**src/hdl/jtroc_dwnld_pkg.sv**
```systemverilog
/*
    Shared types and widths for the ROM download path.
    Imported by the remapper, the write FIFO, the SDRAM writer,
    the PROM store and the download top level.
*/

package jtroc_dwnld_pkg;

    // SDRAM word address for 4M x 16
    localparam int SDRAM_AW = 22;

    // Loader byte address as sent by the ioctl interface
    localparam int IOCTL_AW = 25;

    // Colour PROM store of 1 kB
    localparam int PROM_AW = 10;

    // Region a downloaded byte belongs to
    typedef enum logic [2:0] {
        REG_MAIN = 3'd0,
        REG_SND  = 3'd1,
        REG_SCR  = 3'd2,
        REG_OBJ  = 3'd3,
        REG_PROM = 3'd4
    } region_t;

    // One SDRAM byte write
    // The byte sits in both halves of data and mask picks the half
    // Mask is active low
    typedef struct packed {
        logic [SDRAM_AW-1:0] addr;
        logic [15:0]         data;
        logic [1:0]          mask;
    } wr_cmd_t;

    // One write into the colour PROM store
    typedef struct packed {
        logic [PROM_AW-1:0] addr;
        logic [7:0]         data;
        logic               we;
    } prom_wr_t;

endpackage

```
**src/hdl/jtroc_wr_fifo.sv**
```systemverilog
/*
    Circular buffer of pending SDRAM write commands.
    An empty buffer shows an incoming command at its head in the same
    cycle. Pushes into a full buffer are lost and set a sticky overflow.
*/

module jtroc_wr_fifo #(
    parameter int FIFO_DEPTH = 8
) (
    input  logic                     clk,
    input  logic                     rst,
    input  logic                     push,
    input  jtroc_dwnld_pkg::wr_cmd_t din,
    input  logic                     pop,
    output jtroc_dwnld_pkg::wr_cmd_t dout,
    output logic                     not_empty,
    output logic                     overflow
);
    import jtroc_dwnld_pkg::*;

    // Depth must be a power of two, at least 2
    localparam int PW = $clog2(FIFO_DEPTH);

    wr_cmd_t       mem [FIFO_DEPTH];
    logic [PW-1:0] wr_ptr;
    logic [PW-1:0] rd_ptr;
    logic [PW:0]   count;
    logic          full;
    logic          empty;
    logic          do_push;
    logic          do_pop;

    assign empty   = count == '0;
    assign full    = count == (PW+1)'(FIFO_DEPTH);
    assign do_push = push && !full;
    assign do_pop  = pop && !empty;

    always_ff @(posedge clk) begin
        if (do_push) begin
            mem[wr_ptr] <= din;
        end
    end

    // Pointers wrap on their own width
    always_ff @(posedge clk) begin
        if (rst) begin
            wr_ptr   <= '0;
            rd_ptr   <= '0;
            count    <= '0;
            overflow <= 1'b0;
        end else begin
            if (do_push) begin
                wr_ptr <= wr_ptr + 1'b1;
            end
            if (do_pop) begin
                rd_ptr <= rd_ptr + 1'b1;
            end
            count <= count + (PW+1)'(do_push) - (PW+1)'(do_pop);
            if (push && full) begin
                overflow <= 1'b1;
            end
        end
    end

    // Head entry, bypassed from the input while empty
    assign not_empty = !empty || push;
    assign dout      = empty ? din : mem[rd_ptr];

endmodule

```
**config.mk**
```make
export PLATFORM = sky130hd
export DESIGN_NAME = jtroc_wr_fifo
export DESIGN_NICKNAME = d
export VERILOG_FILES = /design/src/hdl/jtroc_dwnld_pkg.sv /design/src/hdl/jtroc_wr_fifo.sv
export SDC_FILE = /design/constraint.sdc
export NUM_CORES = 1
export LEC_CHECK = 0
export ABC_AREA = 1
export BUFFER_PORTS_ARGS = -buffer_cell sky130_fd_sc_hd__buf_4
export CAP_MARGIN = 20
export CORE_MARGIN = 5
export CORE_UTILIZATION = 35
export DETAILED_ROUTE_END_ITERATION = 8
export GPL_TIMING_DRIVEN = 0
export HOLD_SLACK_MARGIN = 0.15
export SETUP_SLACK_MARGIN = 0.3
export SYNTH_ARGS = -nofsm -noshare
export SYNTH_HDL_FRONTEND = slang
export SYNTH_SLANG_ARGS = --single-unit
```
**constraint.sdc**
```tcl
create_clock -name clk -period 3.4 [get_ports clk]
set_input_delay 0.85 -clock clk [delete_from_list [all_inputs] [get_ports clk]]
set_output_delay 0.85 -clock clk [all_outputs]
set_load 0.02 [all_outputs]
```
======== Word-level counts from Yosys, hierarchy flattened ========
Memory sizes are Yosys's and may differ from the RTL's. A register that Yosys moved wholly into a read port is not among the register bits.
Index checks and enable logic that the tools add are counted.
storage, ports and cells
  register bits ........................... 11
  output and inout port bits .............. 42
  bits in writable memories ............... 320
  memories kept ........................... 1
  input bits .............................. 44
memories
  memory  words  width  rd ports  clocked after Yosys merged registers in  wr ports  line                 RTL
  mem     8      40     1         1                                        1         jtroc_wr_fifo.sv:24  wr_cmd_t mem [FIFO_DEPTH];
operators by class
  reductions and logical operators ........ 7
  multiplexer cells ....................... 5
  $add $sub $neg .......................... 4
  equality and inequality tests ........... 1
operator list
  operator                                                       count
  40-bit two-way mux                                             1
  3-bit by 1-bit adder with 3-bit output, second input constant  2
  3-bit two-way mux                                              2
  4-bit by 1-bit adder with 4-bit output                         1
  4-bit equality test, second input constant                     1
  4-bit zero test                                                1
  4-bit by 1-bit subtractor with 4-bit output                    1
  1-bit logical AND                                              3
  1-bit zero test                                                2
  1-bit two-way mux                                              2
  1-bit logical OR                                               1

======== Logic depth before layout (Yosys ltp) ========
  depth in word-level cells ............... 5
  gate-level depth with buffers ........... 14

======== Worst setup path after synthesis ========
Ideal clock, no wire load.
  path kind ............................... input-to-reg
  from .................................... in push
  to ...................................... mem mem[0][0] (netlist bit) (enable)
  library setup time ...................... 0.437 ns
  required time ........................... 2.963 ns
  slack ................................... -0.006 ns
  buffers on the path ..................... 0
  stages on the path ...................... 3
  data arrival time ....................... 2.969 ns
  cell sequence ........................... nand2_1 or2_2 nor2_1
on the way
  word-level cells in the longest chain between the ends .. 3
RTL lines
  item                                     line                 RTL
  start, declared                          jtroc_wr_fifo.sv:12  input logic push,
  1-bit logical AND                        jtroc_wr_fifo.sv:35  assign do_push = push && !full;
  1-bit two-way mux                        jtroc_wr_fifo.sv:39  if (do_push) begin
  1-bit two-way mux (not written as such)  jtroc_wr_fifo.sv:40  mem[wr_ptr] <= din;
  end, declared                            jtroc_wr_fifo.sv:24
No other way between the ends.

==> results by stage <==
Run status:
- The run finished with clean final reports.

Placement:
- The post-DP HPWL is between 20000 and 25000 um.
- The area after detailed placement is roughly 16000 um^2.
- The number of cells after detailed placement is between 2000 and 2500.
- The routability-driven placement congestion ratio is 0.780.
- Port buffering added 84 buffers.

Finish:
- The final layout contains approximately 1600 nets.
- Summing all flip-flop and latch instances after layout gives a little under 10000 um^2.
- The multi-input logic area is ~3400 um^2.
- After routing the design area is about 17000 um^2.
- The area added between synthesis and finish is 18.7%.
- In the final layout, the share of cells above drive strength 1 is 0.135.
- The filler-free cell count of the finished design is 2144.
- The filler cell count is 3994.

Synth:
- In the synthesized netlist, the cells that appear most often are 500 x nand2_1, 320 x edfxtp_1, 255 x inv_1.
- The post-synth design cell area is between 10000 and 15000 um^2.
- After synthesis, the largest family of logic cells by area is simple AND/OR/NAND/NOR gates.
- Yosys mapped a number of flops with a built-in enable equal to 320.
- After synthesis, the cell types taking the most area are edfxtp_1 66%, nand2_1 13%, nand3_1 8.2%.
- The synthesized-area fraction occupied by ao, oa, aoi and oai cells is 0.00479.
- The sequential-to-total area share from yosys stat is 0.676.
- Of the total synthesized cell area, the portion taken by XOR and XNOR cells is 0.00180.
- Synthesis instantiated 21 different standard cells from the library.
- The average instance in the mapped netlist occupies just over 10 um^2.
- The post-synthesis net count is roughly 1500.
- The most common cell in the netlist is nand2_1.
- The cell accounting for the most synthesized area is edfxtp_1.
- The arithmetic-cell share of the synthesized area counting full adders, half adders and majority gates is 0.00735.
- The most used flip-flop cell after synthesis is edfxtp_1.
- Counting every instance in the synthesized netlist gives around 1400.
- The fraction of the mapped netlist area in simple logic gates is 0.216.
- The number of warnings issued by yosys is 0.
- The share of synthesized area spent on multiplexers is 0.
- The synthesized design contains between 300 and 400 register bits.
- The share of synthesized registers carrying an async set or reset is 0.
- Of the post-synthesis cell area, the dominant cell type holds 0.657.

Routing:
- The number of DRC markers after the initial detailed-route iteration is around 820.
- The detailed-route vias per instance is 4.66.
- The detailed-route wire length per cell is 17.6 um.
- The post-route antenna net violation count is 0.
- The detailed router placed roughly 10000 vias in this run.
- Wires add up to between 30000 and 40000 um.
- The number of design rule violations left after detail routing is 0.
- The pre-antenna-repair detailed-routing pass consisted of 5 iterations.

Clocking:
- Buffers inserted to repair hold after CTS numbered 0.
- The clock latency at the later pin of the worst-skew pair is 520 ps.
- The post-CTS setup buffer count is 0.
- The number of buffers added by the clock tree synthesis step is 38.
- TritonCTS built the clock tree.
- The cell at the root of the clock tree is clkbuf_16.
- The deepest level of the CTS H-tree is 2.
- The clock-pin slew reported for the worst setup and hold paths after clock tree synthesis is around 50 ps.
- The tree built by TritonCTS fans out to 334 sinks.
- The worst-case clock buffer depth is 3.

Hold path:
- In this run the most critical hold path is launched from overflow.
- Along the worst hold path, the cell count comes to 1.
- The worst min-delay path category is reg -> reg.

Pwr:
- Overall power consumption after layout is estimated at roughly 14 mW.
- The switching power as a share of total power is 0.362.
- Of the total power, registers draw 0.359.
- IR analysis of the VDD net gives a maximum drop of about 0.00044 V.
- The analysis attributes to net switching a power of approximately 4.9 mW.
- Of the total power, combinational logic draws 0.367.
- The power density normalized to cell area is between 700 and 800 nW/um^2.
- The clock power share is 0.274.
- The leakage power is 7.56 nW.
- The total internal power is a little under 9 mW.

Setup path:
- The depth of the worst register-to-register path is 8.
- The critical path arrival is around 2100 ps.
- The worst register-to-register path begins at count[2].
- In this run the worst setup path begins at count[1].
- The worst setup path is captured at an output port.
- The type of element launching the critical path is a flip-flop.
- By startpoint and endpoint, the worst setup path is classified as reg -> out.
- Of all nets on the critical path, the largest fanout is 10.
- The required time at the endpoint of the critical path is about 2600 ps.

Timing:
- Setup repair after global routing left no endpoint under its margin.
- The worst hold margin is 479 ps.
- On the final layout, the worst clock skew is 9.99 ps.
- The normalized max-slew margin is 0.370.
- The number of max-slew violations in the final report was 0.
- The setup TNS is 0 ps.
- Counting I/O delays and the setup requirement, the final critical path takes 2990 ps.
- The highest attainable clock frequency is 0.335 GHz.
- The final number of hold-violating endpoints is 0.
- Setup violations remaining at the end of the flow were counted as 0.
- In the finished design, the share of the clock period the worst path needs comes to 0.878.
- For the pin with the worst max-slew slack, the measured transition is 942 ps.

Global routing:
- For this run the aggregate overflow at the end of global routing stands at 0.
- The global-route track usage on met1 is 0.203.
- The number of global-route vias before repair came to between 10000 and 15000.
- The met3 track demand over resource in global routing is 0.0268.
- The largest net degree at the start of global routing is 27.
- The met2 demand-to-capacity share in global routing is 0.291.
- Across every metal layer, demand over resource in global routing totals 0.163.
- The global-route layer with the greatest usage is met2.
- The wire length of the first global-routing pass is 58200 um.
- The initial antenna violation count is 1.

Floorplan:
- The die span in y is 214 um.
- The full die area is around 46000 um^2.
- The die outline width is 214 um.
- The initial utilization of the core area, before any placement, comes to 0.351.
- After floorplanning, the core was divided into 75 placement rows.
- The core area is 41700 um^2.
- The total I/O pin count is between 80 and 90.

Job:
- The tool flagged a number of max-cap violations equal to 0.
## per-layer routing
layer / up-vias / part of all wire
li1: 4914 / -
met3: 67 / 0.056
met5: - / 0
met2: 284 / 0.50
met1: 4717 / 0.42
met4: 0 / 0.024
## flip-flops by register name, indices dropped and copies added, names as in the netlist, named ones only
signal,cells
mem,320
count,4
rd_ptr,3
wr_ptr,3
overflow,1
## stage by stage
stage,util,worst slack (ps)
6_report,0.417,413
5_1_grt,0.417,302
4_1_cts,0.417,312
3_5_place_dp,0.389,474
3_3_place_gp,0.383,-1880
2_1_floorplan,-,-6.46
## worst max-delay path: stages (launching register included)
cell	delay, ps
dfxtp_1	350
nor2_1	210
nand2_2	200
inv_1	220
clkbuf_4	280
nand2_1	70
nand2_1	130
buf_4	160
## power groups by stage
stage	registers, mW	logic (mW)	clock network (mW)
2_1_floorplan	4.97	2.91	0
3_3_place_gp	4.98	4.88	0
3_5_place_dp	4.97	4.99	0
4_1_cts	4.88	5.06	3.79
5_1_grt	4.90	5.49	3.95
6_report	4.88	4.98	3.72
## kinds of logic after synthesis
kind of cell	Yosys count
buffers and inverters	327
xor gates and xnor gates	3
adders and majority gates	8
AOI/OAI and AO/OA	13
DFF	334
and+or+nand+nor	760
## cells in the final DEF (no fill, tap or decap)
cell	n
edfxtp_1	320
buf_12	6
diode_2	1
o21a_1	2
buf_4	98
nor2_4	8
buf_8	1
clkinvlp_4	1
clkbuf_2	11
a21oi_1	8
inv_1	255
xor2_1	3
nand2_2	1
clkinv_2	3
o21ai_0	3
inv_2	1
dfxtp_1	14
nand2_1	499
inv_4	1
fa_1	1
nor2_1	11
buf_6	9
or2_2	1
buf_2	28
clkinv_1	11
ha_1	7
buf_16	3
clkbuf_1	14
nand3_1	240
clkbuf_16	41
clkbuf_4	3
## cell type report
class | instances | area share
well taps | 539 | 0.0388
inverters | 257 | 0.0557
flip-flops and latches | 334 | 0.569
clock buffers | 51 | 0.0612
repair buffers | 93 | 0.0480
multi-input cells | 784 | 0.197
clock inverters | 15 | 0.00367
plain buffers | 70 | 0.0261
diodes | 1 | 0.000144
## final timing paths
kind,end,slack [ps]
worst max register to register,mem[7][3],850
worst max-delay path,dout[18],410
worst min-delay path,overflow,480
worst min register to register,overflow,480
## timing repair
item                                    in CTS  in global routing
resized for setup                           20                 10
endpoints found under the setup margin      40                 26
cloned                                       0                  0
(Power assumes the default switching activity.)
