[src/hdl/jtroc_dwnld_pkg.sv]
/*
    Shared types and widths for the ROM download path.
    Imported by the remapper, the write FIFO, the SDRAM writer,
    the PROM store and the download top level.
*/

package jtroc_dwnld_pkg;

    // SDRAM word address for 4M x 16
    localparam int SDRAM_AW = 22;

    // Loader byte address as sent by the ioctl interface
    localparam int IOCTL_AW = 25;

    // Colour PROM store of 1 kB
    localparam int PROM_AW = 10;

    // Region a downloaded byte belongs to
    typedef enum logic [2:0] {
        REG_MAIN = 3'd0,
        REG_SND  = 3'd1,
        REG_SCR  = 3'd2,
        REG_OBJ  = 3'd3,
        REG_PROM = 3'd4
    } region_t;

    // One SDRAM byte write
    // The byte sits in both halves of data and mask picks the half
    // Mask is active low
    typedef struct packed {
        logic [SDRAM_AW-1:0] addr;
        logic [15:0]         data;
        logic [1:0]          mask;
    } wr_cmd_t;

    // One write into the colour PROM store
    typedef struct packed {
        logic [PROM_AW-1:0] addr;
        logic [7:0]         data;
        logic               we;
    } prom_wr_t;

endpackage

[src/hdl/jtroc_sdram_wr.sv]
/*
    SDRAM write port of the download path.
    Takes the FIFO head, raises sdram_req with address, data and mask,
    holds all of them until sdram_ack, then pops the FIFO. The request
    stays low for at least one cycle between writes.
*/

module jtroc_sdram_wr (
    input  logic                                 clk,
    input  logic                                 rst,
    input  jtroc_dwnld_pkg::wr_cmd_t             cmd,
    input  logic                                 not_empty,
    input  logic                                 sdram_ack,
    output logic                                 pop,
    output logic                                 sdram_req,
    output logic [jtroc_dwnld_pkg::SDRAM_AW-1:0] sdram_addr,
    output logic [15:0]                          sdram_din,
    output logic [1:0]                           sdram_mask
);

    logic start;
    logic done;

    // Two states: idle (req low) and waiting for ack (req high)
    assign start = !sdram_req && not_empty;
    assign done  = sdram_req && sdram_ack;

    // The head leaves the FIFO only once the SDRAM took it
    assign pop = done;

    always_ff @(posedge clk) begin
        if (rst) begin
            sdram_req <= 1'b0;
        end else if (start) begin
            sdram_req <= 1'b1;
        end else if (done) begin
            sdram_req <= 1'b0;
        end
    end

    // Loaded only when idle, so the bus holds still while waiting
    always_ff @(posedge clk) begin
        if (start) begin
            sdram_addr <= cmd.addr;
            sdram_din  <= cmd.data;
            sdram_mask <= cmd.mask;
        end
    end

endmodule

[config.mk]
export PLATFORM = sky130hd
export DESIGN_NAME = jtroc_sdram_wr
export DESIGN_NICKNAME = d
export VERILOG_FILES = /design/src/hdl/jtroc_dwnld_pkg.sv /design/src/hdl/jtroc_sdram_wr.sv
export SDC_FILE = /design/constraint.sdc
export NUM_CORES = 1
export LEC_CHECK = 0
export ABC_AREA = 1
export BUFFER_PORTS_ARGS = -buffer_cell sky130_fd_sc_hd__buf_4
export CAP_MARGIN = 5
export CORE_ASPECT_RATIO = 0.7
export CORE_MARGIN = 2
export CORE_UTILIZATION = 35
export CTS_CLUSTER_DIAMETER = 100
export CTS_CLUSTER_SIZE = 20
export DETAILED_ROUTE_END_ITERATION = 8
export PLACE_DENSITY = 0.7
export SYNTH_ARGS = -nofsm -noshare
export SYNTH_HDL_FRONTEND = slang
export SYNTH_SLANG_ARGS = --single-unit
[constraint.sdc]
create_clock -name clk -period 4.6 [get_ports clk]
set_input_delay 0.92 -clock clk [delete_from_list [all_inputs] [get_ports clk]]
set_output_delay 0.92 -clock clk [all_outputs]
set_load 0.01 [all_outputs]
## Word-level counts from Yosys, hierarchy flattened

Index checks and enable logic that the tools add are counted.

- Shifts and indexed selects: 0
- Bitwise gates (word level): 0
- Multipliers: 0
- Order comparisons: 0
- Equality and inequality tests: 0
- Muxes and demuxes: 2
- Add/subtract/negate cells: 0
- Reduce and logical (&&, ||, !) cells: 4
- Divide/modulo/power cells: 0

Operators with widths:

| operator | number |
|---|---|
| $logic_and A1 B1 Y1 | 2 |
| $mux W1 | 2 |
| $reduce_bool A2 Y1 | 1 |
| $logic_not A1 Y1 | 1 |

- RAM bits: 0
- Bits in read-only memories: 0
- Bits of input ports: 44
- Register bits after elaboration: 41
- Bits in latches: 0
- Word-level logic and storage cells: 10
- Memories: 0
- Output and inout bits: 42

## Longest topological paths before layout

- Word-level depth: 3
- Depth in mapped cells: 3
- Depth with buffers taken out: 3

## Worst setup path after synthesis

OpenSTA, ideal clock, no wires.

- Kind: input to register
- From: in not_empty
- To: reg sdram_addr[0] in the netlist's numbering, enable pin
- Arrival time: 2.643 ns
- Data required time: 4.162 ns
- Buffers on the path: 0
- Stages: 2
- Path slack: 1.519 ns
- Setup time: 0.438 ns
- Path through: inv_1 > nor2_1

- Cells in the longest elaborated chain, start to end: 1

Ends and longest elaborated chain:

| item | RTL line | text |
|---|---|---|
| start, declared | jtroc_sdram_wr.sv:12 | `input logic not_empty,` |
| $logic_and A1 B1 Y1 | jtroc_sdram_wr.sv:25 | `assign start = !sdram_req && not_empty;` |
| via start | jtroc_sdram_wr.sv:21 | `logic start;` |
| end signal, assigned | jtroc_sdram_wr.sv:44 | `sdram_addr <= cmd.addr;` |
| end, declared | jtroc_sdram_wr.sv:16 | `output logic [jtroc_dwnld_pkg::SDRAM_AW-1:0] sdram_addr,` |

The timed path passes the listed nets, and every way through them passes these cells.
A chain may end at the register's enable or synchronous reset.

## Final worst setup path

- From: in sdram_ack
- To: out pop

- Cells in the longest elaborated chain, start to end: 1

Ends and longest elaborated chain:

| item | RTL line | text |
|---|---|---|
| start, declared | jtroc_sdram_wr.sv:13 | `input logic sdram_ack,` |
| $logic_and A1 B1 Y1 | jtroc_sdram_wr.sv:26 | `assign done = sdram_req && sdram_ack;` |
| end, declared | jtroc_sdram_wr.sv:14 | `output logic pop,` |

No other way between the ends.

==> impl_metrics.xml <==
<?xml version="1.0" encoding="UTF-8"?>
<metrics>
  <group name="worst_hold_path">
    <metric name="worst_hold_startpoint" unit="">sdram_req</metric>
    <metric name="holdCritPathClass" unit="">reg -&gt; reg</metric>
  </group>
  <group name="synthesis">
    <metric name="yosys_register_bits" unit="">41</metric>
    <metric name="synth.area.mux_share" unit="%">0</metric>
    <metric name="syn_avg_cell_area" unit="µm²">25.53</metric>
    <metric name="post_synthesis_share_of_cell_area_spent_on_and_or_nand_and_nor_gates" unit="%">1.500</metric>
    <metric name="mapped_cell_area" unit="µm²">1251</metric>
    <metric name="synth.distinct_cells" unit="">5</metric>
    <metric name="synth_area_leader_cell" unit="">edfxtp_1</metric>
    <metric name="synth_top_cell_area_share" unit="%">96.00</metric>
    <metric name="post_synthesis_xor_xnor_area_fraction" unit="%">0</metric>
    <metric name="yosys_warnings" unit="">0</metric>
    <metric name="compound_cell_area_share_of_the_yosys_netlist" unit="%">0</metric>
    <metric name="syn_inst" unit="">49</metric>
    <metric name="postSynthNetCount" unit="">93</metric>
    <metric name="synth_area_leaders" unit="">edfxtp_1 (96%), dfxtp_1 (1.6%), inv_1 (0.90%), nor2_1 (0.90%), nand2_1 (0.60%)</metric>
    <metric name="adder_cell_area_share_of_the_yosys_netlist" unit="%">0</metric>
    <metric name="synth_seq_area_share" unit="%">97.60</metric>
    <metric name="synth_top_family_by_area" unit="">simple AND/OR/NAND/NOR gates</metric>
  </group>
  <group name="finish">
    <metric name="synthToLayoutAreaGrowth" unit="%">65.40</metric>
    <metric name="inserted_diodes" unit="">0</metric>
    <metric name="stdcell_area" unit="µm²">2069</metric>
    <metric name="postLayoutCoreUtil" unit="%">59.67</metric>
    <metric name="layout.nets" unit="">185</metric>
    <metric name="fraction_of_final_layout_cells_sized_beyond_drive_strength_1" unit="%">65.49</metric>
  </group>
  <group name="clock_tree">
    <metric name="hold_buf_count_cts" unit="">0</metric>
    <metric name="clock_insertion_delay_worst_skew" unit="ns">0.29</metric>
    <metric name="cts-resized-gates" unit="">0</metric>
    <metric name="htreeDepth" unit="">2</metric>
    <metric name="postCtsSetupRepairBufs" unit="">0</metric>
    <metric name="cts_max_path_buffers" unit="">2</metric>
    <metric name="ctsRootBufferMaster" unit="">clkbuf_8</metric>
    <metric name="cts-buffers-inserted" unit="">5</metric>
    <metric name="cts_tree" unit="">yes</metric>
    <metric name="clock_sink_count" unit="">41</metric>
    <metric name="clk_pin_slew" unit="ns">0.08</metric>
  </group>
  <group name="critical_path">
    <metric name="critPathKind" unit="">in -&gt; out</metric>
    <metric name="critPathLaunchType" unit="">input pin</metric>
    <metric name="critical_path.startpoint" unit="">sdram_ack</metric>
    <metric name="critPathCaptureType" unit="">primary output</metric>
    <metric name="reg2reg_launch_point" unit="">sdram_req</metric>
    <metric name="timing.critical_path.arrival" unit="ns">1.27</metric>
    <metric name="critPathRequiredTime" unit="ns">3.68</metric>
    <metric name="timing.reg2reg.setup_slack" unit="ns">3.00</metric>
    <metric name="crit_fanout" unit="">2</metric>
  </group>
  <group name="sta">
    <metric name="final_hold_viol_count" unit="">0</metric>
    <metric name="finalWorstPathRequiredPeriod" unit="ns">2.187</metric>
    <metric name="min_period_over_period" unit="%">47.54</metric>
    <metric name="setup-violations-final" unit="">0</metric>
    <metric name="fmax" unit="MHz">457.3</metric>
    <metric name="clock_skew" unit="ns">0.004766</metric>
    <metric name="tightestPinTransition" unit="ns">1.087</metric>
    <metric name="tns" unit="ns">0</metric>
    <metric name="rsz0062_at_grt" unit="">false</metric>
    <metric name="final.hold.worst_slack" unit="ns">0.5487</metric>
    <metric name="timing.max_slew.rel_slack" unit="%">27.35</metric>
    <metric name="final-max-slew-violation-count" unit="">0</metric>
  </group>
  <group name="power">
    <metric name="vdd_drop_max" unit="mV">0.2388</metric>
    <metric name="power.total" unit="mW">0.8057</metric>
    <metric name="p_seq_share" unit="%">55.1</metric>
    <metric name="pwr-share-clk" unit="%">34.6</metric>
    <metric name="switching_power" unit="mW">0.1602</metric>
    <metric name="static-leakage-power" unit="nW">0.8841</metric>
    <metric name="internal_power" unit="mW">0.6455</metric>
    <metric name="power.share.switching" unit="%">19.88</metric>
    <metric name="power_density" unit="nW/µm²">389.3</metric>
    <metric name="combinationalPowerShare" unit="%">10.3</metric>
  </group>
  <group name="global_route">
    <metric name="grt_remaining_overflow" unit="">0</metric>
    <metric name="grt_max_degree" unit="">41</metric>
    <metric name="globalRouteMet2Util" unit="%">18.99</metric>
    <metric name="grt_pass1_vias" unit="">771</metric>
    <metric name="grt_pass1_wl" unit="µm">3263</metric>
    <metric name="grt.total_usage" unit="%">12.14</metric>
    <metric name="grt_util_met3" unit="%">6.554</metric>
    <metric name="antenna_found_initial" unit="">0</metric>
    <metric name="grt_busiest_layer" unit="">met2</metric>
    <metric name="groute.layer.met1.usage" unit="%">12.12</metric>
  </group>
  <group name="routing">
    <metric name="via_density_per_instance" unit="">4.057</metric>
    <metric name="first_pass_iters" unit="">4</metric>
    <metric name="antenna_left" unit="">0</metric>
    <metric name="detail_route.drc_violations" unit="">0</metric>
    <metric name="route.vias.total" unit="">779</metric>
    <metric name="detail_route.wirelength" unit="µm">2534</metric>
    <metric name="first_iter_violations" unit="">45</metric>
    <metric name="drt-wirelength-per-cell" unit="µm">13.20</metric>
  </group>
  <group name="placed_design">
    <metric name="place.gp.congestion" unit="">0.6293</metric>
    <metric name="placement.cell_area" unit="µm²">1959</metric>
    <metric name="port_buffers" unit="">85</metric>
  </group>
  <group name="floorplanning">
    <metric name="floorplan.io_pins" unit="">86</metric>
    <metric name="die_width" unit="µm">75.46</metric>
    <metric name="placementRows" unit="">18</metric>
    <metric name="initial_core_utilization" unit="%">36.08</metric>
    <metric name="die_y" unit="µm">54.03</metric>
    <metric name="core_region_area" unit="µm²">3468</metric>
    <metric name="die_area" unit="µm²">4077</metric>
  </group>
  <group name="outcome">
    <metric name="outcome" unit="">finished clean</metric>
  </group>
  <group name="run">
    <metric name="drv.max_cap_violation_count" unit="">0</metric>
  </group>
</metrics>
-- critical path, cell delays in order --
cell	delay, ns
buf_4	0.11
nand2_1	0.07
inv_1	0.04
buf_4	0.13
-- power groups by stage --
stage	sequential (mW)	combinational, mW	clock (mW)
floorplan	0.465	0.00895	0
global placement	0.452	0.0822	0
detailed placement	0.453	0.0846	0
CTS	0.444	0.0846	0.287
global route	0.446	0.0896	0.301
finish	0.444	0.0829	0.279
-- registers in the layout, indices dropped and copies added, names as in the netlist --
register and flops:
sdram_addr 22, sdram_din 16, sdram_mask 2, sdram_req 1
-- worst paths after layout --
check             depth (start not counted)             to
setup / recovery                          4            pop
hold / removal                            2      sdram_req
setup reg to reg                          1  sdram_addr[6]
hold reg to reg                           2      sdram_req
-- per-layer routing --
metal / part of all wire [%] / wire, µm
met1: 38 / 963
met2: 46 / 1177
met3: 14 / 343
met4: 1.9 / 49
met5: 0 / 0
-- area by class of cell --
| type | count | area, µm² |
|---|---|---|
| flip-flops and latches | 41 | 1221 |
| repair buffers | 85 | 638.1 |
| inverters | 3 | 11.26 |
| multi-input cells | 5 | 26.28 |
| fillers | 294 | 1399 |
| well taps | 50 | 62.56 |
| clock inverters | 3 | 41.29 |
| clock buffers | 5 | 68.82 |
-- cells in the mapped netlist (all sizes together) --
master	number
dfxtp	1
edfxtp	40
inv	3
nand2	2
nor2	3
-- logic make-up after synthesis --
group         after synthesis
buf+inv                     3
flops                      41
simple gates                5
-- metrics by stage --
step                std cells  setup WS [ns]
floorplan                  49          1.519
global placement          184          2.368
detailed placement        184          2.295
CTS                       192          2.414
global route              192          2.378
finish                    192          2.413
-- placed cells by master, fill, tap and decap left out --
cell        count
buf_4          85
bufinv_16       1
clkbuf_8        5
clkinv_1        1
clkinvlp_4      1
dfxtp_1         1
edfxtp_1       40
inv_1           3
nand2_1         2
nor2_1          2
nor2_4          1
Power figures use the tool's default switching activity.
