## config.mk

```make
export PLATFORM = sky130hd
export DESIGN_NAME = jtroc_dwnld_remap
export DESIGN_NICKNAME = d
export VERILOG_FILES = /design/src/hdl/jtroc_dwnld_pkg.sv /design/src/hdl/jtroc_dwnld_remap.sv
export SDC_FILE = /design/constraint.sdc
export NUM_CORES = 1
export LEC_CHECK = 0
export ABC_AREA = 1
export ABC_CLOCK_PERIOD_IN_PS = 1100
export BUFFER_PORTS_ARGS = -buffer_cell sky130_fd_sc_hd__buf_2
export CAP_MARGIN = 20
export CORE_MARGIN = 2
export CORE_UTILIZATION = 42
export CTS_CLUSTER_SIZE = 16
export DETAILED_ROUTE_END_ITERATION = 8
export GPL_TIMING_DRIVEN = 0
export PLACE_DENSITY_LB_ADDON = 0.05
export SYNTH_ARGS = -nofsm -noshare
export SYNTH_HDL_FRONTEND = slang
export SYNTH_SLANG_ARGS = --single-unit
```

## constraint.sdc

```tcl
create_clock -name clk -period 1.1 [get_ports clk]
set_input_delay 0.11 -clock clk [delete_from_list [all_inputs] [get_ports clk]]
set_output_delay 0.11 -clock clk [all_outputs]
set_load 0.01 [all_outputs]
```

## src/hdl/jtroc_dwnld_pkg.sv

```systemverilog
/*
    Shared types and widths for the ROM download path.
    Imported by the remapper, the write FIFO, the SDRAM writer,
    the PROM store and the download top level.
*/

package jtroc_dwnld_pkg;

    // SDRAM word address for 4M x 16
    localparam int SDRAM_AW = 22;

    // Loader byte address as sent by the ioctl interface
    localparam int IOCTL_AW = 25;

    // Colour PROM store of 1 kB
    localparam int PROM_AW = 10;

    // Region a downloaded byte belongs to
    typedef enum logic [2:0] {
        REG_MAIN = 3'd0,
        REG_SND  = 3'd1,
        REG_SCR  = 3'd2,
        REG_OBJ  = 3'd3,
        REG_PROM = 3'd4
    } region_t;

    // One SDRAM byte write
    // The byte sits in both halves of data and mask picks the half
    // Mask is active low
    typedef struct packed {
        logic [SDRAM_AW-1:0] addr;
        logic [15:0]         data;
        logic [1:0]          mask;
    } wr_cmd_t;

    // One write into the colour PROM store
    typedef struct packed {
        logic [PROM_AW-1:0] addr;
        logic [7:0]         data;
        logic               we;
    } prom_wr_t;

endpackage

```

## src/hdl/jtroc_dwnld_remap.sv

```systemverilog
/*
    Producer side of the ROM download.
    Sorts each loader byte by region, reorders the word address of
    the graphics regions and registers either an SDRAM byte write
    or a colour PROM write, one cycle after ioctl_wr.
*/

module jtroc_dwnld_remap #(
    parameter logic [jtroc_dwnld_pkg::SDRAM_AW-1:0] SND_START  = 22'h0C000,
    parameter logic [jtroc_dwnld_pkg::SDRAM_AW-1:0] SCR_START  = 22'h0E000,
    parameter logic [jtroc_dwnld_pkg::SDRAM_AW-1:0] OBJ_START  = 22'h12000,
    parameter logic [jtroc_dwnld_pkg::IOCTL_AW-1:0] PROM_START = 25'h1A000,
    parameter bit                                   SWAB       = 1'b1
) (
    input  logic                                 clk,
    input  logic                                 rst,
    input  logic [jtroc_dwnld_pkg::IOCTL_AW-1:0] ioctl_addr,
    input  logic [7:0]                           ioctl_dout,
    input  logic                                 ioctl_wr,
    output jtroc_dwnld_pkg::wr_cmd_t             cmd,
    output logic                                 push,
    output jtroc_dwnld_pkg::prom_wr_t            prom_wr
);
    import jtroc_dwnld_pkg::*;

    region_t             region;
    logic [SDRAM_AW-1:0] word_addr;
    logic [SDRAM_AW-1:0] gfx_addr;
    logic [IOCTL_AW-1:0] prom_offset;
    logic [1:0]          byte_mask;
    logic                prom_we;
    logic [PROM_AW-1:0]  prom_addr;
    logic [7:0]          prom_data;

    // Region decode, highest region first
    always_comb begin
        if (ioctl_addr >= PROM_START) begin
            region = REG_PROM;
        end else if (ioctl_addr >= IOCTL_AW'(OBJ_START)) begin
            region = REG_OBJ;
        end else if (ioctl_addr >= IOCTL_AW'(SCR_START)) begin
            region = REG_SCR;
        end else if (ioctl_addr >= IOCTL_AW'(SND_START)) begin
            region = REG_SND;
        end else begin
            region = REG_MAIN;
        end
    end

    assign word_addr = ioctl_addr[SDRAM_AW:1];

    // Tile and sprite data are stored in the order the video fetches them
    always_comb begin
        gfx_addr = word_addr;
        case (region)
            REG_SCR: begin
                gfx_addr[0]   = ~word_addr[3];
                gfx_addr[3:1] = word_addr[2:0];
            end
            REG_OBJ: begin
                gfx_addr[0]   = ~word_addr[3];
                gfx_addr[1]   = ~word_addr[4];
                gfx_addr[5:2] = {word_addr[5], word_addr[2:0]};
            end
            default: gfx_addr = word_addr;
        endcase
    end

    // Even bytes go high when swapped, low otherwise
    assign byte_mask   = (ioctl_addr[0] ^ SWAB) ? 2'b01 : 2'b10;
    assign prom_offset = ioctl_addr - PROM_START;

    always_ff @(posedge clk) begin
        if (rst) begin
            push    <= 1'b0;
            prom_we <= 1'b0;
        end else begin
            push    <= ioctl_wr && (region != REG_PROM);
            prom_we <= ioctl_wr && (region == REG_PROM);
        end
    end

    always_ff @(posedge clk) begin
        if (ioctl_wr) begin
            cmd.addr  <= gfx_addr;
            cmd.data  <= {2{ioctl_dout}};
            cmd.mask  <= byte_mask;
            prom_addr <= prom_offset[PROM_AW-1:0];
            prom_data <= ioctl_dout;
        end
    end

    assign prom_wr = '{addr: prom_addr, data: prom_data, we: prom_we};

endmodule

```

# Yosys cells after proc, flatten, opt, wreduce, memory -nomap -nowiden
# Cells that the tools add are included.
op_classes:
  add_sub_neg: 1
  n_lt_le_gt_ge: 4
  n_eq_ne: 4
  n_mux: 7
  bitwise: 2
  n_reduce_logical: 2
ops:
  columns: ["operator", "n"]
  rows:
  - ["$ge A25 B16 Y1 const B", 2]
  - ["$ge A25 B17 Y1 const B", 2]
  - ["$sub A10 B1 Y10 const B", 1]
  - ["$pmux W4 S2", 1]
  - ["$eq A3 B2 Y1 const B", 2]
  - ["$mux W2", 3]
  - ["$eq A3 B3 Y1 const B", 1]
  - ["$mux W3", 1]
  - ["$ne A3 B3 Y1 const B", 1]
  - ["$logic_and A1 B1 Y1", 2]
  - ["$mux W1", 2]
  - ["$not A1 Y1", 2]
totals:
  reg_bits: 60
  in_bits: 36
  output_inout_bits: 60
  wordCells: 27

# Longest topological paths before layout
# Gate-level depths: netlist of the first run.
depth:
  depth_word: 7
  ltp_mapped: 7

# Worst setup path after synthesis of the first run
# OpenSTA, ideal clock, no wires.
synth_timing:
  path_type: "input to register"
  startpoint: "input port ioctl_addr[21] (netlist name)"
  endpoint: "register cmd[19] (netlist name) (data pin)"
  setup_time_ns: 0.260
  arrival_ns: 0.678
  slack_ns: 0.163
  cell_stages: 6
  cell_sequence: "nor2_2 -> nand2_2 -> nor2_8 -> nand3_2 -> nand2_1 -> nand3_1"
synth_between:
  elab_chain_cells: 7
synth_lines:
  columns: ["element", "line", "text"]
  rows:
  - ["start, declared", "jtroc_dwnld_remap.sv:17", "input logic [jtroc_dwnld_pkg::IOCTL_AW-1:0] ioctl_addr,"]
  - ["$ge A25 B16 Y1", "jtroc_dwnld_remap.sv:43", "end else if (ioctl_addr >= IOCTL_AW'(SND_START)) begin"]
  - ["$mux W1", "jtroc_dwnld_remap.sv:43", null]
  - ["$mux W2", "jtroc_dwnld_remap.sv:41", "end else if (ioctl_addr >= IOCTL_AW'(SCR_START)) begin"]
  - ["$mux W2", "jtroc_dwnld_remap.sv:39", "end else if (ioctl_addr >= IOCTL_AW'(OBJ_START)) begin"]
  - ["$mux W3 (*)", "jtroc_dwnld_remap.sv:37", "if (ioctl_addr >= PROM_START) begin"]
  - ["$eq A3 B2 Y1", "jtroc_dwnld_remap.sv:55", "case (region)"]
  - ["$pmux W4 S2 (*)", "jtroc_dwnld_remap.sv:55", null]
  - ["named net gfx_addr[1]", "jtroc_dwnld_remap.sv:28", "logic [SDRAM_AW-1:0] gfx_addr;"]
  - ["end, declared", "jtroc_dwnld_remap.sv:20", "output jtroc_dwnld_pkg::wr_cmd_t cmd,"]
# Mark *: on every way through the listed nets, which the timed path passes. The rest lies on a longest branch.
# A chain may end at the register's enable or synchronous reset.

# Worst setup path after layout of the first run
layout_timing:
  startpoint: "register cmd[10] (netlist name)"
  endpoint: "output port cmd[10] (netlist name)"
# No word-level cell between the ends.

==> impl_metrics.toml, run 1 <==
[status]
status = "finished with violations"
violations = "negative setup slack"

[cells_and_area]
design_area_um2 = 2450
n_antenna_cell = 0
synthToLayoutAreaGrowth_pct = 56.2
nFillCells = 296
final_common_cell = "buf_2"
drive_gt1_share_pct = 57.5
utilization_pct = 67.5
layout_common_cells = "buf_2, edfxtp_1, buf_4, buf_6, dlygate4sd3_1"
fin_nets = 261

[sta]
worstMarginPinSlew_ps = 838
slew_headroom_pct = 44.1
finalMaxSlewViolations = 0
setup_viol = 2
min_period_over_period_pct = 100
max_freq_ghz = 0.909
finalHoldViolations = 0
rsz0062_at_grt = "yes"
period_minus_slack_ps = 1100
fin_ws_ps = -0.208

[floorplanning]
fp.dieW_um = 65.1
core_um2 = 3630
io_pins = 96
fp-row-count = 22
initial_core_util_pct = 43.2
dieHeight_um = 65.1
fp.dieArea_um2 = 4240

[logic_synthesis]
yosys.area_share.xor_xnor_pct = 0
muxShareOfSynthArea_pct = 0
synth_nets = 146
ys_seq_area_share_pct = 73.4
synth_simple_gate_area_share_pct = 13.6
yosysUniqueCellTypes = 15
ys.warnings.count = 0
synth_compound_area_share_pct = 0.319
syn_area_um2 = 1570
synth_top_family_by_area = "simple AND/OR/NAND/NOR gates"
syn_inst = 110
avgSynthCellArea_um2 = 14.3
synth_fa_ha_area_share_pct = 0
synth_seq_cells = 39

[setup_path]
crit_path_max_fanout = 3
cpPeakStageDelay_ps = 430
crit_type = "flip-flop to primary output"
worst-endpoint-arrival_ps = 990
critPathBufInv = 2
cp_cell_sequence = "buf_4 > buf_6"
crit_slowest_cell = "edfxtp_1"
cp-end-kind = "primary output"
crit_family = "flip-flops"
required_ps = 990
worstSetupStartpointType = "flip-flop"

[detailed_routing]
dr.pass1.iters = 4
wl_per_cell_um = 12.4
drc = 0
vias = 1212
antenna_left = 0
totalWireLength_mm = 3.39
drt_iter0_markers = 25
viasPerCell = 4.42

[global_route]
grt_max_degree = 39
gr-total-overflow = 0
grt_usage_pct = 15.7
grt_pass1_wl_mm = 4.87
grt_pass1_vias = 1158
antenna_found_initial = 0

[clock_tree]
h-tree-depth = 2
cts.sinks = 39
path_clk_slew_ps = 70
cts_buffers = 5
root_buffer = "clkbuf_8"
cts_tree = "yes"
ctsLongestPathBuffers = 2

[placement]
hpwl_mm = 2.23
gp_congestion = 0.748
dpl-instance-area_um2 = 2100
io_buffers = 95

[power_and_ir_drop]
clkPwrFrac_pct = 32.0
seq_power_share_pct = 51.0
share_comb_of_total_power_pct = 16.9
power.switching_uw = 778
cellInternalPower_uw = 2730
power_density_nw_per_um2 = 1430
ir_worst_vdd_uv = 890
sw_frac_of_total_pct = 22.2
p_leak_uw = 0.00116

[run]
cap_violations = 0

[min_path]
holdCritPathClass = "input port to flip-flop"
logic make-up (layout without fill, tap and decap cells):
family	Yosys count	in the layout
flip-flops	39	39
AND/OR/NAND/NOR	39	39
buffers and inverters	31	147
AO/OA/AOI/OAI	1	1
power by group through the flow:
stage                     combinational (uW)  sequential, uW  clock, uW
after floorplan                          165            1890          0
after global placement                   488            1820          0
after detailed placement                 497            1820          0
after CTS                                542            1790       1170
after global routing                     641            1810       1240
final                                    595            1790       1130
layout make-up:
| type | count | area (um2) | area share (%) |
|---|---|---|---|
| Sequential cell | 39 | 1150 | 47.0 |
| Timing Repair Buffer | 111 | 729 | 29.8 |
| Multi-Input combinational cell | 40 | 219 | 8.93 |
| Buffer | 19 | 150 | 6.13 |
| Clock buffer | 5 | 68.8 | 2.81 |
| Tap cell | 48 | 60.1 | 2.45 |
| Clock inverter | 3 | 38.8 | 1.58 |
| Inverter | 9 | 33.8 | 1.38 |
cells in the mapped netlist (all sizes together):
cell,number,share of area [%]
inv,8,1.9
buf,22,11
nand3b,1,0.48
o21ai,1,0.32
nand2,16,4.5
nor2,10,3.7
nand3,6,2.6
clkinv,1,0.24
nand4,6,2.4
dfxtp,2,2.6
edfxtp,37,71
per-stage QoR:
stage | setup TNS [ps] | power [uW] | setup WS [ps] | hold WS, ps | cells
final | -0.391 | 3510 | -0.208 | 14.2 | 274
after CTS | 0 | 3500 | 3.35 | 1.11 | 276
after detailed placement | -2310 | 2320 | -57.5 | 288 | 253
after global routing | -356 | 3690 | -58.5 | 1.72 | 274
after floorplan | 0 | 2050 | 163 | 209 | 110
after global placement | -825 | 2300 | -26.2 | 287 | 253
flip-flops by register name (all words and copies together), names as in the netlist:
name and flops:
cmd 31, prom_addr 6, push 1, prom_we 1
per-layer routing:
metal | GRT usage (%) | vias to the layer above | routed length, um
met4 | 6.51 | 0 | 55
met2 | 27.6 | 70 | 1770
met5 | 0 | - | 0
met3 | 8.05 | 6 | 390
li1 | - | 587 | -
met1 | 15.6 | 549 | 1170
repair_timing:
action,in CTS,in global routing
resized for setup,1,16
buffers inserted,0,0
endpoints found under the hold margin,15,1
hold buffers,15,1
setup endpoints to repair,1,18
path summary, 6_finish.rpt:
| path | slack [ps] | depth (start not counted) | start | end |
|---|---|---|---|---|
| worst max-delay path | -0.2 | 2 | cmd[10] | cmd[10] |
| worst min-delay path | 10 | 1 | ioctl_addr[20] | cmd[37] |
Power figures use the tool's default switching activity.
==> inputs of run 2 (changes only) <==
--- a/config.mk
+++ b/config.mk
@@ -6,15 +6,18 @@
 export NUM_CORES = 1
 export LEC_CHECK = 0
 export ABC_AREA = 1
-export ABC_CLOCK_PERIOD_IN_PS = 1100
+export ABC_CLOCK_PERIOD_IN_PS = 1000
 export BUFFER_PORTS_ARGS = -buffer_cell sky130_fd_sc_hd__buf_2
 export CAP_MARGIN = 20
+export CELL_PAD_IN_SITES_DETAIL_PLACEMENT = 0
+export CELL_PAD_IN_SITES_GLOBAL_PLACEMENT = 1
 export CORE_MARGIN = 2
-export CORE_UTILIZATION = 42
+export CORE_UTILIZATION = 29
 export CTS_CLUSTER_SIZE = 16
 export DETAILED_ROUTE_END_ITERATION = 8
 export GPL_TIMING_DRIVEN = 0
 export PLACE_DENSITY_LB_ADDON = 0.05
+export REMOVE_ABC_BUFFERS = 1
 export SYNTH_ARGS = -nofsm -noshare
 export SYNTH_HDL_FRONTEND = slang
 export SYNTH_SLANG_ARGS = --single-unit
==> constraint.sdc (replaced) <==
create_clock -name clk -period 1 [get_ports clk]
set_input_delay 0.1 -clock clk [delete_from_list [all_inputs] [get_ports clk]]
set_output_delay 0.1 -clock clk [all_outputs]
set_load 0.01 [all_outputs]
==> run 2 against run 1 <==
The run now ends clean; cell area decreased by 7.2%; wire length decreased by 6.6%; combinational power decreased by 14%; sequential cell count unchanged; via count decreased by 6.3%; highest routed layer unchanged.
==> impl_metrics.toml, run 2 (synthesis results as in run 1) <==
[floorplanning]
fp-row-count = 26
dieHeight_um = 77.6
io_pins = 96
core_um2 = 5170
fp.dieW_um = 77.6
fp.dieArea_um2 = 6010
initial_core_util_pct = 30.3

[sta]
min_period_over_period_pct = 94.1
setup_viol = 0
worstMarginPinSlew_ps = 855
period_minus_slack_ps = 941
finalHoldViolations = 0
holdWs_ps = 22.1
slew_headroom_pct = 43.0
finalMaxSlewViolations = 0
max_freq_ghz = 1.06
rsz0062_at_grt = "no"

[clock_tree]
cts_buffers = 5
cts_tree = "yes"
cts_setup_buffers = 0
path_clk_slew_ps = 70
ctsLongestPathBuffers = 2
cts.sinks = 39
root_buffer = "clkbuf_8"
h-tree-depth = 2

[status]
status = "completed"

[placement]
gp_congestion = 0.706
io_buffers = 95
hpwl_mm = 2.22

[setup_path]
startpoint = "cmd[9]"
critPathCapture = "cmd[9]"
cp-end-kind = "primary output"
cpPeakStageDelay_ps = 400
cp_cell_sequence = "buf_2"
critPathBufInv = 1
crit_family = "flip-flops"
required_ps = 900
crit_type = "flip-flop to primary output"
crit_slowest_cell = "edfxtp_1"
cp.depth = 1
worstSetupStartpointType = "flip-flop"
worst-endpoint-arrival_ps = 840
crit_path_max_fanout = 3

[global_route]
grt_pass1_wl_mm = 5.06
met1_usage_pct = 12.1
met3_usage_pct = 3.72
grt_max_degree = 39
grt_pass1_vias = 1093
grtUsageMet2_pct = 18.6
gr-total-overflow = 0
grt_usage_pct = 10.8
grt-busiest-layer = "met2"
antenna_found_initial = 0

[cells_and_area]
fin_nets = 246
synthToLayoutAreaGrowth_pct = 45.0
layout_common_cells = "buf_2, edfxtp_1, dlygate4sd3_1"
n_antenna_cell = 0
drive_gt1_share_pct = 52.6
reg.largest.list = "cmd x31, prom_addr x6"
largest_register_ffs = 31
final_common_cell = "buf_2"
top_register = "cmd"

[detailed_routing]
drt_iter0_markers = 31
viasPerCell = 4.04
totalWireLength_mm = 3.16
antenna_left = 0
wl_per_cell_um = 11.3
vias = 1136
drc = 0
dr.pass1.iters = 4

[power_and_ir_drop]
p_leak_uw = 0.00105
power_uw = 3720
power_density_nw_per_um2 = 1640
ir_worst_vdd_uv = 568

[min_path]
holdCritPathClass = "input port to flip-flop"

[run]
cap_violations = 0
-- run 2: layout make-up --
type | count | area [um2]
Fill cell | 508 | 2900
Sequential cell | 39 | 1150
Timing Repair Buffer | 115 | 676
Multi-Input combinational cell | 40 | 219
Tap cell | 70 | 87.6
Clock buffer | 5 | 68.8
Clock inverter | 3 | 38.8
Inverter | 9 | 33.8
-- run 2: worst min-delay path by stage --
stage / start / end / slack [ps] / depth (start not counted)
6_report: ioctl_addr[21] / cmd[38] / 20 / 1
5_1_grt: ioctl_addr[22] / cmd[39] / 6 / 1
4_1_cts: ioctl_addr[5] / prom_addr[5] / 8 / 1
3_5_place_dp: ioctl_addr[12] / cmd[29] / 280 / 1
3_3_place_gp: ioctl_addr[8] / cmd[25] / 280 / 1
2_1_floorplan: ioctl_dout[0] / cmd[10] / 200 / 0
-- run 2: repair_timing --
action / 4_1_cts / 5_1_grt
gates resized for setup: 0 / 0
hold endpoints to repair: 20 / 0
hold buffers: 20 / 0
-- run 2: report_power, final --
part | switching [uW] | internal [uW]
logic | 274 | 238
registers | 35.2 | 1930
clock network | 520 | 730
-- run 2: layer usage --
metal  part of all wire [%]  wire length [um]
met1                     42              1320
met2                     49              1560
met3                    8.5               268
met5                      0                 0
met4                   0.47                15
-- run 2: per-stage QoR --
stage / instances / area [um2] / TNS [ps] / worst slack, ps / util, %
after global routing: 281 / 2270 / 0 / 3.55 / 44.0
after detailed placement: 253 / 1970 / -7050 / -170 / 38.0
after CTS: 281 / 2270 / 0 / 26.5 / 44.0
after global placement: 253 / 1970 / -5940 / -143 / 38.0
final: 281 / 2270 / 0 / 59.5 / 44.0
after floorplan: 88 / 1400 / 0 / 72.7 / -
